File: config.mk
export PLATFORM = sky130hd
export DESIGN_NAME = multiway_top
export DESIGN_NICKNAME = d
export VERILOG_FILES = /design/src/hw/multiway_pkg.sv /design/src/hw/frame_phase.sv /design/src/hw/stick_duty.sv /design/src/hw/dir_resolve.sv /design/src/hw/multiway_csr.sv /design/src/hw/multiway_top.sv
export SDC_FILE = /design/constraint.sdc
export NUM_CORES = 1
export LEC_CHECK = 0
export BUFFER_PORTS_ARGS = -buffer_cell sky130_fd_sc_hd__buf_2
export CORE_MARGIN = 4
export CORE_UTILIZATION = 49
export CTS_CLUSTER_DIAMETER = 120
export DETAILED_ROUTE_END_ITERATION = 12
export PLACE_DENSITY = 0.88
export SETUP_SLACK_MARGIN = 0.3
export SLEW_MARGIN = 0
export SYNTH_ARGS = -nofsm -noshare
export SYNTH_HDL_FRONTEND = slang
export SYNTH_SLANG_ARGS = --single-unit
File: constraint.sdc
create_clock -name clk -period 4.7 [get_ports clk]
set_input_delay 1.41 -clock clk [delete_from_list [all_inputs] [get_ports clk]]
set_output_delay 1.41 -clock clk [all_outputs]
set_load 0.01 [all_outputs]
File: src/hw/multiway_pkg.sv
// Shared types, register map and reset values for the joystick conditioner, imported by its RTL.
package multiway_pkg;

    // A player's digital joystick word or analog stick word.
    // In the digital word bit 0 is right, bit 1 is left, bit 2 is down and bit 3 is up.
    // Bits 15:4 carry the buttons and are never altered by the conditioner.
    // In the analog word bits 7:0 are the horizontal axis and bits 15:8 the vertical axis.
    typedef logic [15:0] joy_word_t;

    // One signed-looking analog axis byte as it arrives from the stick.
    typedef logic [7:0] axis_t;

    // Frame phase within the repeating four-frame duty window.
    typedef logic [1:0] phase_t;

    // AXI4-Lite data and byte address widths.
    typedef logic [31:0] axi_data_t;
    typedef logic [3:0]  axi_addr_t;

    // Control register.
    // Bit 0 enables the emulation for player 1 and bit 1 for player 2.
    localparam axi_addr_t csr_ctrl_addr = 4'h0;

    // Read-only status register.
    // Bits 1:0 hold the frame phase and bits 15:8 hold the frame count.
    localparam axi_addr_t csr_status_addr = 4'h4;

    // Both players come out of reset with the emulation switched on.
    localparam logic [1:0] ctrl_reset = 2'b11;

    // AXI4-Lite response codes used by the register block.
    localparam logic [1:0] resp_okay   = 2'b00;
    localparam logic [1:0] resp_slverr = 2'b10;

endpackage

File: src/hw/frame_phase.sv
// Frame phase generator: counts rising edges of vertical sync for the duty stage and status register.
`timescale 1ns/1ps

module frame_phase (
    input  logic                 clk,
    input  logic                 rst_n,
    input  logic                 vs,
    output multiway_pkg::phase_t phase,
    output logic [7:0]           frame_count
);

    // Value of vertical sync seen on the previous clock edge.
    logic vs_q;

    // A frame starts when sync is high now but was low one cycle ago.
    logic vs_rise;

    // The edge is found against the registered copy.
    // This makes the counters move on the same edge that samples the new high level.
    assign vs_rise = vs & ~vs_q;

    always_ff @(posedge clk) begin
        if (!rst_n) begin
            vs_q        <= 1'b0;
            phase       <= '0;
            frame_count <= '0;
        end else begin
            vs_q <= vs;
            // Both counters wrap naturally at their width.
            // The phase repeats every four frames and the frame count every 256.
            if (vs_rise) begin
                phase       <= phase + 2'd1;
                frame_count <= frame_count + 8'd1;
            end
        end
    end

endmodule

File: src/hw/stick_duty.sv
// First pipeline stage: turns analog deflection into per-frame direction candidates for both players.
`timescale 1ns/1ps

module stick_duty (
    input  logic                    clk,
    input  logic                    rst_n,
    input  multiway_pkg::phase_t    phase,
    input  multiway_pkg::joy_word_t raw1,
    input  multiway_pkg::joy_word_t raw2,
    input  multiway_pkg::joy_word_t ana1,
    input  multiway_pkg::joy_word_t ana2,
    output logic [3:0]              cand1,
    output logic [3:0]              cand2,
    output multiway_pkg::joy_word_t raw1_q,
    output multiway_pkg::joy_word_t raw2_q
);

    import multiway_pkg::*;

    // Decides one direction bit from an axis byte v.
    // A set bit 7 means the stick leans the other way, so the raw button wins.
    // Otherwise bits 6:4 select how many of the four frames the direction is held.
    function automatic logic duty_bit(input axis_t v, input logic raw_bit, input phase_t ph);
        logic level;
        case (v[6:4])
            3'd0:    level = raw_bit;
            // One frame out of four.
            3'd1:    level = (ph == 2'd0);
            // Every other frame.
            3'd2:    level = ph[0];
            // Three frames out of four.
            3'd3:    level = (ph != 2'd0);
            // Full deflection holds the direction on.
            default: level = 1'b1;
        endcase
        if (v[7]) begin
            level = raw_bit;
        end
        return level;
    endfunction

    // Builds one direction pair from an axis byte.
    // The lower bit reads the byte as it is.
    // The upper bit reads the inverted byte, so negative deflection maps to the opposite way.
    function automatic logic [1:0] axis_pair(input axis_t v, input logic [1:0] raw_pair,
                                             input phase_t ph);
        return {duty_bit(~v, raw_pair[1], ph), duty_bit(v, raw_pair[0], ph)};
    endfunction

    // The horizontal byte drives bits 1:0 and the vertical byte drives bits 3:2.
    // The raw words are registered next to the candidates to keep buttons aligned.
    always_ff @(posedge clk) begin
        if (!rst_n) begin
            cand1  <= '0;
            cand2  <= '0;
            raw1_q <= '0;
            raw2_q <= '0;
        end else begin
            cand1  <= {axis_pair(ana1[15:8], raw1[3:2], phase),
                       axis_pair(ana1[7:0],  raw1[1:0], phase)};
            cand2  <= {axis_pair(ana2[15:8], raw2[3:2], phase),
                       axis_pair(ana2[7:0],  raw2[1:0], phase)};
            raw1_q <= raw1;
            raw2_q <= raw2;
        end
    end

endmodule

File: src/hw/dir_resolve.sv
// Second pipeline stage: removes opposing direction pairs, applies bypass and builds the output words.
`timescale 1ns/1ps

module dir_resolve (
    input  logic                    clk,
    input  logic                    rst_n,
    input  logic [1:0]              enable,
    input  logic [3:0]              cand1,
    input  logic [3:0]              cand2,
    input  multiway_pkg::joy_word_t raw1_q,
    input  multiway_pkg::joy_word_t raw2_q,
    output multiway_pkg::joy_word_t joy1,
    output multiway_pkg::joy_word_t joy2
);

    import multiway_pkg::*;

    // Output words before the final register.
    joy_word_t next1;
    joy_word_t next2;

    // A pair that presses both opposite directions is treated as no press at all.
    function automatic logic [1:0] clear_conflict(input logic [1:0] pair);
        return (pair == 2'b11) ? 2'b00 : pair;
    endfunction

    // Buttons always come from the raw word.
    // A bypassed player gets the raw word back untouched, conflicts included.
    always_comb begin
        next1 = raw1_q;
        next2 = raw2_q;
        if (enable[0]) begin
            next1[3:0] = {clear_conflict(cand1[3:2]), clear_conflict(cand1[1:0])};
        end
        if (enable[1]) begin
            next2[3:0] = {clear_conflict(cand2[3:2]), clear_conflict(cand2[1:0])};
        end
    end

    always_ff @(posedge clk) begin
        if (!rst_n) begin
            joy1 <= '0;
            joy2 <= '0;
        end else begin
            joy1 <= next1;
            joy2 <= next2;
        end
    end

endmodule

File: src/hw/multiway_csr.sv
// AXI4-Lite register block: per-player enable control and read-only phase and frame count status.
`timescale 1ns/1ps

module multiway_csr (
    input  logic                    clk,
    input  logic                    rst_n,
    input  logic                    awvalid,
    output logic                    awready,
    input  multiway_pkg::axi_addr_t awaddr,
    input  logic                    wvalid,
    output logic                    wready,
    input  multiway_pkg::axi_data_t wdata,
    output logic                    bvalid,
    input  logic                    bready,
    output logic [1:0]              bresp,
    input  logic                    arvalid,
    output logic                    arready,
    input  multiway_pkg::axi_addr_t araddr,
    output logic                    rvalid,
    input  logic                    rready,
    output multiway_pkg::axi_data_t rdata,
    output logic [1:0]              rresp,
    input  multiway_pkg::phase_t    phase,
    input  logic [7:0]              frame_count,
    output logic [1:0]              enable
);

    import multiway_pkg::*;

    // Each channel is either waiting for a request or holding its response.
    typedef enum logic {wr_idle, wr_resp} wr_state_t;
    typedef enum logic {rd_idle, rd_resp} rd_state_t;

    wr_state_t  wr_state;
    rd_state_t  rd_state;
    logic [1:0] ctrl_q;

    assign enable = ctrl_q;

    // Write channel.
    // Address and data are accepted together in a single-cycle ready pulse.
    // Write strobes are not part of this interface and every write is a full word.
    always_ff @(posedge clk) begin
        if (!rst_n) begin
            wr_state <= wr_idle;
            awready  <= 1'b0;
            wready   <= 1'b0;
            bvalid   <= 1'b0;
            bresp    <= resp_okay;
            ctrl_q   <= ctrl_reset;
        end else begin
            case (wr_state)
                wr_idle: begin
                    if (awready) begin
                        // The handshake completes on this edge.
                        awready  <= 1'b0;
                        wready   <= 1'b0;
                        bvalid   <= 1'b1;
                        wr_state <= wr_resp;
                        if (awaddr == csr_ctrl_addr) begin
                            ctrl_q <= wdata[1:0];
                            bresp  <= resp_okay;
                        end else if (awaddr == csr_status_addr) begin
                            // Status is read-only and the write is silently dropped.
                            bresp <= resp_okay;
                        end else begin
                            bresp <= resp_slverr;
                        end
                    end else if (awvalid && wvalid) begin
                        awready <= 1'b1;
                        wready  <= 1'b1;
                    end
                end
                wr_resp: begin
                    // Hold the response until the master takes it.
                    if (bready) begin
                        bvalid   <= 1'b0;
                        wr_state <= wr_idle;
                    end
                end
                default: wr_state <= wr_idle;
            endcase
        end
    end

    // Read channel.
    // Runs independently of the write side so back-pressure on one never stalls the other.
    always_ff @(posedge clk) begin
        if (!rst_n) begin
            rd_state <= rd_idle;
            arready  <= 1'b0;
            rvalid   <= 1'b0;
            rdata    <= '0;
            rresp    <= resp_okay;
        end else begin
            case (rd_state)
                rd_idle: begin
                    if (arready) begin
                        arready  <= 1'b0;
                        rvalid   <= 1'b1;
                        rd_state <= rd_resp;
                        if (araddr == csr_ctrl_addr) begin
                            rdata <= {30'd0, ctrl_q};
                            rresp <= resp_okay;
                        end else if (araddr == csr_status_addr) begin
                            rdata <= {16'd0, frame_count, 6'd0, phase};
                            rresp <= resp_okay;
                        end else begin
                            rdata <= '0;
                            rresp <= resp_slverr;
                        end
                    end else if (arvalid) begin
                        arready <= 1'b1;
                    end
                end
                rd_resp: begin
                    if (rready) begin
                        rvalid   <= 1'b0;
                        rd_state <= rd_idle;
                    end
                end
                default: rd_state <= rd_idle;
            endcase
        end
    end

endmodule

File: src/hw/multiway_top.sv
// Top level of the joystick conditioner: register block beside the phase, duty and resolve pipeline.
`timescale 1ns/1ps

module multiway_top (
    input  logic                    clk,
    input  logic                    rst_n,
    input  logic                    vs,
    input  multiway_pkg::joy_word_t raw1,
    input  multiway_pkg::joy_word_t raw2,
    input  multiway_pkg::joy_word_t ana1,
    input  multiway_pkg::joy_word_t ana2,
    output multiway_pkg::joy_word_t joy1,
    output multiway_pkg::joy_word_t joy2,
    input  logic                    awvalid,
    output logic                    awready,
    input  multiway_pkg::axi_addr_t awaddr,
    input  logic                    wvalid,
    output logic                    wready,
    input  multiway_pkg::axi_data_t wdata,
    output logic                    bvalid,
    input  logic                    bready,
    output logic [1:0]              bresp,
    input  logic                    arvalid,
    output logic                    arready,
    input  multiway_pkg::axi_addr_t araddr,
    output logic                    rvalid,
    input  logic                    rready,
    output multiway_pkg::axi_data_t rdata,
    output logic [1:0]              rresp
);

    import multiway_pkg::*;

    // Per-player emulation enable from the control register.
    logic [1:0] enable;

    // Frame timing shared by the duty stage and the status register.
    phase_t     phase;
    logic [7:0] frame_count;

    // Values between the duty stage and the resolver.
    logic [3:0] cand1;
    logic [3:0] cand2;
    joy_word_t  raw1_q;
    joy_word_t  raw2_q;

    multiway_csr multiway_csr_inst (
        .clk         (clk),
        .rst_n       (rst_n),
        .awvalid     (awvalid),
        .awready     (awready),
        .awaddr      (awaddr),
        .wvalid      (wvalid),
        .wready      (wready),
        .wdata       (wdata),
        .bvalid      (bvalid),
        .bready      (bready),
        .bresp       (bresp),
        .arvalid     (arvalid),
        .arready     (arready),
        .araddr      (araddr),
        .rvalid      (rvalid),
        .rready      (rready),
        .rdata       (rdata),
        .rresp       (rresp),
        .phase       (phase),
        .frame_count (frame_count),
        .enable      (enable)
    );

    frame_phase frame_phase_inst (
        .clk         (clk),
        .rst_n       (rst_n),
        .vs          (vs),
        .phase       (phase),
        .frame_count (frame_count)
    );

    // Two registered stages, so inputs reach joy1 and joy2 two cycles later.
    stick_duty stick_duty_inst (
        .clk    (clk),
        .rst_n  (rst_n),
        .phase  (phase),
        .raw1   (raw1),
        .raw2   (raw2),
        .ana1   (ana1),
        .ana2   (ana2),
        .cand1  (cand1),
        .cand2  (cand2),
        .raw1_q (raw1_q),
        .raw2_q (raw2_q)
    );

    dir_resolve dir_resolve_inst (
        .clk    (clk),
        .rst_n  (rst_n),
        .enable (enable),
        .cand1  (cand1),
        .cand2  (cand2),
        .raw1_q (raw1_q),
        .raw2_q (raw2_q),
        .joy1   (joy1),
        .joy2   (joy2)
    );

endmodule

==> results of run 1 <==
[cell usage in the layout (no fill, tap or decap), types with 5 or more instances in the layout]
master      n
nor2_1     11
o21ai_0    12
nor2b_1    14
a21oi_1     5
mux2i_1     6
inv_1      12
a21boi_0    9
xnor2_1     7
a22oi_1     6
o22ai_1     5
clkbuf_8   10
conb_1     24
nand3b_1    5
nand2b_1   10
buf_2     114
nand2_1    34
dfxtp_1   104
and2_1     74
[power groups by stage]
stage / sequential (mW) / clock (mW) / combinational (mW)
floorplan: 0.965 / 0 / 0.115
global placement: 0.960 / 0 / 0.163
detailed placement: 0.962 / 0 / 0.170
CTS: 0.942 / 0.553 / 0.171
global route: 0.947 / 0.588 / 0.191
finish: 0.941 / 0.535 / 0.169
[metal layers]
layer,global-route usage [%],share of wire [%],vias up
li1,-,-,1462
met1,17.5,42,1276
met2,26.8,49,93
met3,4.81,7.5,18
met4,7.24,2.4,0
met5,0,0,-
[worst max-delay path, cell delays in order]
cell,delay [ps]
buf_2,90
nor2b_1,660
nand4_1,220
xnor2_1,170
and2_1,140
[kinds of logic after synthesis]
| family | count (synthesis) | synth area share (%) |
|---|---|---|
| DFF | 104 | 53.5 |
| AOI/OAI and AO/OA | 57 | 10.4 |
| buffers and inverters | 57 | 7.94 |
| and+or+nand+nor | 162 | 23.8 |
| other | 1 | 0.0963 |
| xor gates and xnor gates | 8 | 1.80 |
| adders and majority gates | 3 | 0.964 |
| muxes | 6 | 1.54 |
[flip-flops by register name, indices dropped and copies added, names as in the netlist]
| name | flops |
|---|---|
| dir_resolve_inst.joy1 | 16 |
| dir_resolve_inst.joy2 | 16 |
| frame_phase_inst.frame_count | 8 |
| frame_phase_inst.phase | 2 |
| frame_phase_inst.vs_q | 1 |
| multiway_csr_inst.arready | 1 |
| multiway_csr_inst.awready | 1 |
| multiway_csr_inst.bresp | 1 |
| multiway_csr_inst.bvalid | 1 |
| multiway_csr_inst.enable | 2 |
| multiway_csr_inst.rd_state | 1 |
| multiway_csr_inst.rdata | 10 |
| multiway_csr_inst.rresp | 1 |
| multiway_csr_inst.rvalid | 1 |
| multiway_csr_inst.wr_state | 1 |
| multiway_csr_inst.wready | 1 |
| stick_duty_inst.cand1 | 4 |
| stick_duty_inst.cand2 | 4 |
| stick_duty_inst.raw1_q | 16 |
| stick_duty_inst.raw2_q | 16 |
[through the flow]
stage	instance area (um2)	util [%]
2_1_floorplan	3980	-
3_3_place_gp	4420	57.2
3_5_place_dp	4420	57.2
4_1_cts	4620	59.8
5_1_grt	4620	59.8
6_report	4620	59.8
[how the worst min path moves through the flow]
stage	from	endpoint	slack, ps	cells after the start
after floorplan	stick_duty_inst.raw1_q[4]	dir_resolve_inst.joy1[4]	410	1
after global placement	stick_duty_inst.raw1_q[4]	dir_resolve_inst.joy1[4]	410	1
after detailed placement	stick_duty_inst.raw1_q[15]	dir_resolve_inst.joy1[15]	420	1
after CTS	stick_duty_inst.raw2_q[8]	dir_resolve_inst.joy2[8]	440	1
after global routing	stick_duty_inst.raw2_q[10]	dir_resolve_inst.joy2[10]	450	1
final	stick_duty_inst.raw2_q[8]	dir_resolve_inst.joy2[8]	430	1
[area by class of cell]
class / instances / area share (%)
clock buffer: 10 / 2.98
timing repair buffer: 115 / 12.5
tap: 102 / 2.76
sequential: 104 / 45.1
inverter: 12 / 0.975
multi-input combinational: 260 / 34.4
clock inverter: 6 / 1.33
==> impl_summary.md, run 1 <==
Global routing
The via count of the first global-routing pass is about 2700. Entering global routing, the biggest net connects 54 pins. The initial antenna violation count came to 0. The aggregate global-route resource usage is 15.5%. The global-route wire length before repair is 12100 um.

Global routing finished with a remaining overflow of 0.

Clock network
The total setup buffers inserted after CTS is 0. The number of buffers created by CTS is 9. The maximum root-to-sink buffer count is 2.

In this run, post-CTS hold repair placed 0 buffers. The clock tree from TritonCTS is built. The count of instances resized after the clock tree is built is 0. The H-tree generated during clock tree synthesis spans 3 levels. For the worst-skew pair, the clock arrives at the later sink with an insertion delay of 360 ps. The root buffer cell is clkbuf_8. Counting every sink on the clock net gives 104. After clock tree synthesis, the clock-pin slew on the worst setup and hold paths is ~110 ps.

Timing
The top achievable clock speed is approximately 410 MHz. The number of hold violations in the final report was 0. The total count of max-transition violations in the final report was 0. For the finished layout, the period the worst path requires is 2430 ps. At the pin with the least slew margin, the transition time is 820 ps. The part of the cycle the worst path needs is around half. The final worst-path setup slack is 2270 ps. Setup total negative slack on the finished layout was measured at 0 ps.

Setup violations remaining at the end of the flow were counted as 0. The final worst clock skew is approximately 12 ps. Setup repair after global routing left no endpoint under its margin. Across all hold checks on the routed design, the worst slack comes to 434 ps. Measured against its own limit, the worst slew margin works out to a little under half.

Power
In this run, the clock network consumes 32.5% of the power. The relative contribution of combinational cells to total power is 10.3%. Of the total power, the share spent switching nets is 25.7%.

The relative contribution of sequential cells to total power is approximately 57%. Summed over all nets, the switching power comes to between 0.4 and 0.5 mW. The highest ir drop seen on vdd is approximately 0.19 mV.

Overall power consumption after layout is estimated at 1.65 mW. The total power per unit cell area is 356 mW/mm2. The standby leakage power is 2.17 nW.

The internal portion of the total power is ~1.2 mW.

Setup path
Data on the critical path is required at its endpoint by 4960 ps. Data arrives at the worst endpoint at around 2700 ps. The startpoint type of the worst setup path is a primary input. Setup slack on the worst reg-to-reg path comes out at about 3000 ps.

Measured in cells, the most critical reg-to-reg path has a length of 6. In this run the critical register-to-register path is launched from frame_phase_inst.phase[0]. Along the worst path, the maximum fanout reaches 11. The endpoint identified for the worst register-to-register timing path is stick_duty_inst.cand1[2]. The worst setup path is captured at a flip-flop.

The launching element of the worst setup path is vs. The type of the worst setup path is primary input to flip-flop. The capture point of the worst path is frame_phase_inst.frame_count[7].

Synthesis
The number of enable-type register cells in the synthesized netlist is 0. The top cell type by area accounts for 53.5% of the synthesized area. Counting instances in the post-synthesis netlist gives the leading cell types as dfxtp_1, and2_1, nand2_1.

The post-synthesis area per instance is 9.78 um2. The post-synthesis sequential area ratio is 53.5%. The count of distinct cell types in the synthesized netlist is 37. The cell count after synthesis is 398.

Ranked by total cell area, the synthesized netlist is headed by dfxtp_1, and2_1, buf_4, nand2_1, nor2b_1. The Yosys step of the flow raised 0 warnings. The post-synthesis cell type with the largest combined area is dfxtp_1.

The share of synthesized registers carrying an async set or reset is 0%. The mapped netlist covers approximately 0.0039 mm2. Synthesis inferred 104 register bits.

The flip-flop cell with the highest count after synthesis is dfxtp_1. Yosys instantiated no cell more often than dfxtp_1.

Floorplanning
The die width is 97.1 um. The die covers 0.00943 mm2. The area of the core is 0.00773 mm2. The floorplan step set the die height to 97.1 um.

The cell row count is 32. The I/O pin count is 185. The initial utilization of the core area, before any placement, comes to 50.4%.

Layout
The number of fill cells is approximately 660. The share of cells above drive strength 1 is around 27%. The repair_antennas step left the layout with diodes totalling 0. Compared with the post-synthesis result, the final layout area differs by 18.7%.

Across the whole layout, storage elements account for ~0.0021 mm2. After the last flow step, the layout net total stands at between 600 and 700. The filler-free cell count of the finished design is 609. The area used by multi-input combinational logic is ~0.0016 mm2.

Placed design
The number of port buffers is approximately 110. The global placement routability congestion is 0.843. The worst slack at placement is 1890 ps.

After legalization and detailed placement, the total HPWL measured about 5500 um. In this run, placement finished with an instance count of slightly below 600.

Route
The routed length per instance is 12.0 um. For this run, design rule violations remaining after detail routing come to 0. The detail route stage leaves a number of antenna-violating nets equal to 0. The via count of the routed design is 2849. The violation count after the first detailed-routing iteration is 130.

The length of the first detailed-routing pass in iterations is 4. The wire length after detailed routing is 7310 um. Dividing the detail-routed via count by the number of cells gives 4.68.

Outcome
The run finished with clean final reports.

Min path
The class of the tightest hold or removal check is flip-flop to flip-flop.

Run
The number of max-cap violations is 0.
(Power assumes the default switching activity.)
==> run 2, diff against run 1 <==
--- a/config.mk
+++ b/config.mk
@@ -7,10 +7,10 @@
 export LEC_CHECK = 0
 export BUFFER_PORTS_ARGS = -buffer_cell sky130_fd_sc_hd__buf_2
 export CORE_MARGIN = 4
-export CORE_UTILIZATION = 49
+export CORE_UTILIZATION = 46
 export CTS_CLUSTER_DIAMETER = 120
 export DETAILED_ROUTE_END_ITERATION = 12
-export PLACE_DENSITY = 0.88
+export PLACE_DENSITY = 0.83
 export SETUP_SLACK_MARGIN = 0.3
 export SLEW_MARGIN = 0
 export SYNTH_ARGS = -nofsm -noshare
==> constraint.sdc (replaced) <==
create_clock -name clk -period 2.24 [get_ports clk]
set_input_delay 0.672 -clock clk [delete_from_list [all_inputs] [get_ports clk]]
set_output_delay 0.672 -clock clk [all_outputs]
set_load 0.01 [all_outputs]
==> impl_summary.md, run 2 (synthesis gave the netlist of run 1 again) <==
Setup path
The critical path data arrival time is 2000 ps (was 2680 ps). The setup slack of the most critical reg-to-reg path was 480 ps (was 2930 ps). The startpoint type of the worst setup path is a flip-flop (was primary input). The data required time at the worst endpoint is 2490 ps (was 4960 ps).

The delay of the slowest cell on the worst path is 550 ps (was 660 ps). The type of the worst setup path is flip-flop to flip-flop (was primary input to flip-flop). The logic depth of the worst register-to-register path is 6 (unchanged).

Among the stages of the critical path, the cell type that occurs most often is inv_1. The slowest cell on the critical path was dfxtp_1 (was nor2b_1). The maximum net fanout on the critical path is 10 (was 11).

The sort of element at the end of the critical path is a flip-flop (unchanged). The critical register-to-register path endpoint is stick_duty_inst.cand1[2] (unchanged). Critical path cell sequence: inv_1 > ha_1 > inv_1 > mux2i_1 > a211oi_1 > o21ai_0 (was buf_2 > nor2b_1 > nand4_1 > xnor2_1 > and2_1). The origin of the critical flop-to-flop path is frame_phase_inst.phase[0] (unchanged).

Placed design
The area of placed instances was 0.00446 mm2 (was 0.00442 mm2). The number of port buffers came to 114 (unchanged). The placed wire-length estimate was 5460 um (was 5500 um). The global placement routability congestion was 0.806 (was 0.843).

The worst slack at placement is 396 ps (was 1890 ps).

Global routing
The pin count of the biggest net entering global routing came to 52 (was 54). The met3 global-route usage is 3.34% (was 4.81%). The global-route wire length before repair is 11700 um (was 12100 um). The remaining global-route overflow is 0 (unchanged). The most utilized layer in the global route result was met2 (unchanged). The via count of the first global-routing pass was 2579 (was 2723). The aggregate global-route resource usage is 14.4% (was 15.5%). The initial antenna violation count is 0 (unchanged). The global routing met1 resource utilization came to 17.4% (was 17.5%). The global-route track usage on met2 was 25.3% (was 26.8%).

Clock network
The CTS H-tree depth was 3 (unchanged). The clock tree from TritonCTS is built (unchanged). The number of buffers created by CTS is 9 (unchanged). The clock sink count was 104 (unchanged). The root buffer cell is clkbuf_8 (unchanged).

The clock-pin slew on the worst setup and hold paths is 100 ps (was 110 ps). The count of hold-fix buffers inserted at cts is 0 (unchanged). The maximum root-to-sink buffer count came to 2 (unchanged). The count of instances resized after the clock tree is built was 0 (unchanged).

The source-to-sink clock delay at the later pin of the worst-skew pair was 350 ps (was 360 ps). The total setup buffers inserted after CTS is 0 (unchanged).

Route
The per-cell via count in the routed design was 4.63 (was 4.68). The wire length after detailed routing is 7300 um (was 7310 um). The number of remaining DRC errors is 0 (unchanged). The routed length per instance is 11.9 um (was 12.0 um). The via count of the routed design is 2849 (unchanged). The violation count after the first detailed-routing iteration came to 110 (was 130). The length of the first detailed-routing pass in iterations is 4 (unchanged). The residual antenna-violating net count after detailed routing is 0 (unchanged).

Timing
The final count of negative-setup-slack endpoints is 0 (unchanged). The max-slew headroom at the worst pin is 64.4% (was 45.2%). The final-layout setup total negative slack is 0 ps (unchanged). The final worst-path setup slack is 483 ps (was 2270 ps). The final worst clock skew is 14.5 ps (was 12.5 ps). For this run, the top clock speed supported by timing is 569 MHz. The number of hold violations in the final report is 0 (unchanged). The minimum clock period is between 1500 and 2000 ps.

The total count of max-transition violations in the final report is 0 (unchanged). The final critical path takes up 78.5% of the cycle. The slew at the pin closest to its max-slew limit is 533 ps (was 820 ps). RSZ-0062 raised after global routing: false (unchanged).

Power
The total power per unit cell area was 731 mW/mm2 (was 356 mW/mm2). The total power was 3.39 mW (was 1.65 mW). The standby leakage power is 2.18 nW (was 2.17 nW). The highest ir drop seen on vdd was 0.287 mV (was 0.190 mV).

Layout
The number of antenna cells inserted is 0 (unchanged). The share of cells above drive strength 1 is 27.1% (was 26.8%). The post-route standard cell area excluding fillers was 0.00464 mm2 (was 0.00462 mm2). The total number of nets in the final design is 620 (was 617). The number of fill cells is 759 (was 664). The area added between synthesis and finish is 19.1% (was 18.7%).

The final standard cell utilization of the core is 56.4% (was 59.8%). Commonest non-fill, non-tap cells in the layout: buf_2, dfxtp_1, and2_1 (unchanged). The leading cell type in the layout, fill and taps excluded is buf_2 (unchanged).

Min path
The class of the tightest hold or removal check is flip-flop to flip-flop (unchanged). The instance count along the most critical hold path is 1 (unchanged). The startpoint of the most critical hold path is stick_duty_inst.raw2_q[6] (was stick_duty_inst.raw2_q[8]).

The hold path endpoint was dir_resolve_inst.joy2[6] (was dir_resolve_inst.joy2[8]).

Floorplanning
The I/O pin count is 185 (unchanged). The die width is 100 um (was 97.1 um). The die area is 0.0100 mm2 (was 0.00943 mm2). The cell row count is 33 (was 32). The die boundary height is 100 um (was 97.1 um). The effective utilization at floorplan is 47.4% (was 50.4%). The area of the core is 0.00822 mm2 (was 0.00773 mm2).

Run
The number of max-cap violations came to 0 (unchanged).

Outcome
Run status: finished, final reports clean (unchanged).
==> run 2: cell count changes in the layout (fill, tap and decap cells not counted) <==
cell        delta
clkbuf_1       +1
inv_6          +1
clkinvlp_4     +1
clkinv_8       -1
clkbuf_8       -1
inv_8          -1
buf_4          +2
buf_12         +1
==> run 2: power breakdown <==
part	switching, mW	internal [mW]
clock network	0.632	0.421
logic	0.192	0.171
registers	0.0378	1.94
total	0.862	2.53
==> run 2: how the worst max path moves through the flow <==
stage	start	end	slack, ps
3_5_place_dp	araddr[1]	multiway_csr_inst.rdata[13]	400
6_report	frame_phase_inst.phase[0]	stick_duty_inst.cand1[2]	480
3_3_place_gp	araddr[1]	multiway_csr_inst.rdata[11]	420
4_1_cts	frame_phase_inst.phase[0]	stick_duty_inst.cand1[2]	490
2_1_floorplan	araddr[1]	multiway_csr_inst.rdata[10]	650
5_1_grt	frame_phase_inst.phase[0]	stick_duty_inst.cand2[3]	370
==> run 2: layer usage <==
layer / part of all wire [%] / vias up / wire length [um]
li1: - / 1467 / -
met1: 41 / 1292 / 3030
met2: 51 / 82 / 3710
met3: 6.4 / 8 / 464
met4: 1.3 / 0 / 94
met5: 0 / - / 0
==> run 2: area by class of cell <==
type	count	area [um2]	share of cell area, %
multi-input combinational	260	1590	34.2
tap	105	131	2.83
clock buffer	10	128	2.75
sequential	104	2080	44.9
clock inverter	6	50.0	1.08
inverter	12	45.0	0.971
timing repair buffer	118	613	13.2
==> run 2: per-stage QoR <==
| step | cells | hold slack, ps |
|---|---|---|
| after floorplan | 421 | 406 |
| after global placement | 599 | 409 |
| after detailed placement | 599 | 418 |
| after CTS | 615 | 439 |
| after global routing | 615 | 460 |
| final | 615 | 440 |
==> run 2: worst max-delay path: cells and delay by family, from the launching register on <==
family	cells	cell delay, ps
buf+inv	2	320
fa+ha+maj	1	320
flops	1	550
mux	1	100
compound gates	2	370
==> run 3, diff against run 2 <==
==> constraint.sdc (replaced) <==
create_clock -name clk -period 1.7 [get_ports clk]
set_input_delay 0.51 -clock clk [delete_from_list [all_inputs] [get_ports clk]]
set_output_delay 0.51 -clock clk [all_outputs]
set_load 0.01 [all_outputs]
==> impl_summary.md, run 3 (synthesis gave the netlist of run 1 again) <==
Power
The total power per unit cell area is 985 mW/mm2 (was 731 mW/mm2). The power spent charging and discharging nets is 1.08 mW (was 0.862 mW). The power share of the clock group was 33.8% (was 31.0%). The share of total power consumed by net switching is 22.9% (was 25.4%). The relative contribution of combinational cells to total power is 11.0% (was 10.7%). The standby leakage power is 2.23 nW (was 2.18 nW).

The relative contribution of sequential cells to total power is 55.2% (was 58.2%). The internal power contribution came to 3.62 mW (was 2.53 mW). The highest ir drop seen on vdd came to 0.511 mV (was 0.287 mV).

Route
The routed length per instance is 12.0 um (was 11.9 um). The violation count after the first detailed-routing iteration is 45 (was 110). The via count of the routed design came to 2843 (was 2849). The wire length after detailed routing is 7420 um (was 7300 um). The per-cell via count in the routed design is 4.59 (was 4.63). The number of remaining DRC errors was 0 (unchanged). The length of the first detailed-routing pass in iterations was 4 (unchanged). The residual antenna-violating net count after detailed routing was 0 (unchanged).

Layout
The total number of nets in the final design was 625 (was 620). The leading cell type in the layout, fill and taps excluded was buf_2 (unchanged). The number of antenna cells inserted is 0 (unchanged). Commonest non-fill, non-tap cells in the layout: buf_2, dfxtp_1, and2_1 (unchanged). The area added between synthesis and finish came to 22.6% (was 19.1%). The share of cells above drive strength 1 is 30.0% (was 27.1%).

Min path
The class of the tightest hold or removal check is primary input to flip-flop (was flip-flop to flip-flop).

Clock network
The maximum root-to-sink buffer count is 2 (unchanged). The clock sink count was 104 (unchanged). The clock tree from TritonCTS is built (unchanged).

The clock-pin slew on the worst setup and hold paths came to 90 ps (was 100 ps). The CTS H-tree depth is 3 (unchanged). The root buffer cell is clkbuf_8 (unchanged). The source-to-sink clock delay at the later pin of the worst-skew pair is 340 ps (was 350 ps). The count of hold-fix buffers inserted at cts is 0 (unchanged). The number of buffers created by CTS is 9 (unchanged).

Setup path
The data required time at the worst endpoint is 1940 ps (was 2490 ps). The setup slack of the most critical reg-to-reg path is 360 ps (was 480 ps). The origin of the critical flop-to-flop path is frame_phase_inst.phase[0] (unchanged). The launching element of the worst setup path is frame_phase_inst.phase[0] (unchanged). The critical register-to-register path endpoint is stick_duty_inst.cand2[2] (was stick_duty_inst.cand1[2]). The type of the worst setup path is flip-flop to flip-flop (unchanged).

The capture point of the worst path was stick_duty_inst.cand2[2] (was stick_duty_inst.cand1[2]). The maximum net fanout on the critical path was 3 (was 10). The logic depth of the worst register-to-register path is 6 (unchanged). The critical path data arrival time is 1580 ps (was 2000 ps).

The sort of element at the end of the critical path is a flip-flop (unchanged). The startpoint type of the worst setup path is a flip-flop (unchanged).

Timing
RSZ-0062 raised after global routing: false (unchanged). The number of hold violations in the final report was 0 (unchanged). The part of the cycle the worst path needs is 78.9% (was 78.5%). The final worst clock skew was 7.01 ps (was 14.5 ps). The final count of negative-setup-slack endpoints was 0 (unchanged). The minimum clock period is 1340 ps (was 1760 ps). The top achievable clock speed is 745 MHz (was 569 MHz). The total count of max-transition violations in the final report is 0 (unchanged). The final-layout setup total negative slack is 0 ps (unchanged). The final worst-path setup slack is 358 ps (was 483 ps).

Run
The number of max-cap violations was 0 (unchanged).

Floorplanning
The die width is 100 um (unchanged). The effective utilization at floorplan is 47.4% (unchanged). The die boundary height came to 100 um (unchanged).

The area of the core was 0.00822 mm2 (unchanged). The I/O pin count is 185 (unchanged). The cell row count is 33 (unchanged). The die area came to 0.0100 mm2 (unchanged).

Global routing
The pin count of the biggest net entering global routing was 74 (was 52). The remaining global-route overflow was 0 (unchanged). The aggregate global-route resource usage is 14.5% (was 14.4%).

The initial antenna violation count was 0 (unchanged). The via count of the first global-routing pass is 2736 (was 2579). The global-route wire length before repair is 11800 um (was 11700 um).

Placed design
The global placement routability congestion is 0.788 (was 0.806). The worst slack at placement is 125 ps (was 396 ps). The placed wire-length estimate is 5530 um (was 5460 um). The number of port buffers is 114 (unchanged).

Outcome
Run status: finished, final reports clean (unchanged).
## run 3: cell types whose count changed in the layout (fill, tap and decap cells not counted), moves of 2 or more
cell | before | now
ha_1 | 3 | 1
bufinv_16 | 0 | 2
inv_1 | 12 | 10
ha_4 | 0 | 2
dfxtp_2 | 0 | 4
buf_4 | 3 | 7
inv_2 | 0 | 2
dfxtp_1 | 104 | 99
## run 3: final cells by class
cell class	instances	area [um2]
clock buffers	10	128
multi-input cells	260	1630
well taps	105	131
repair buffers	123	669
inverters	12	45.0
flip-flops and latches	104	2090
fillers	748	3450
clock inverters	5	81.3
## run 3: worst min path at each step
stage	slack [ps]	endpoint	from	cells past startpoint
floorplan	410	dir_resolve_inst.joy1[4]	stick_duty_inst.raw1_q[4]	1
global placement	410	dir_resolve_inst.joy1[4]	stick_duty_inst.raw1_q[4]	1
detailed placement	420	dir_resolve_inst.joy2[15]	stick_duty_inst.raw2_q[15]	1
CTS	350	stick_duty_inst.raw2_q[5]	raw2[5]	2
global route	340	stick_duty_inst.raw1_q[14]	raw1[14]	2
finish	370	stick_duty_inst.raw2_q[5]	raw2[5]	2
## run 3: through the flow
step	instances	instance area, um2	util, %	hold WS, ps	power, mW
6_report	619	4770	58.1	366	4.70
5_1_grt	619	4770	58.1	340	4.95
4_1_cts	618	4730	57.5	346	4.75
3_5_place_dp	603	4510	54.9	417	3.16
3_3_place_gp	603	4510	54.9	409	3.13
2_1_floorplan	421	3990	-	406	2.99
## run 3: layer usage
layer	part of all wire, %	track usage, %	vias up
met5	0	0	-
met4	1.2	6.01	0
met3	6.3	2.85	7
met1	39	15.2	1293
met2	54	28.1	75
li1	-	-	1468
## run 3: critical path: stages, from the launching register on
cell and delay (ps):
dfxtp_1 360, inv_2 80, ha_4 180, buf_4 150
a31oi_1 170, o221ai_1 150, and2_1 170
## run 3: what timing repair did
item	in CTS	in global routing
gates resized for setup	4	9
pin swaps	0	0
endpoints found under the hold margin	0	0
buffers inserted	0	1
gates cloned	0	0
endpoints found under the setup margin	3	11
## run 3: power by group through the flow
stage               clock, mW  sequential [mW]  combinational (mW)
CTS                      1.65             2.60               0.506
finish                   1.59             2.60               0.519
floorplan                   0             2.67               0.322
global placement            0             2.65               0.483
global route             1.76             2.61               0.580
detailed placement          0             2.65               0.502
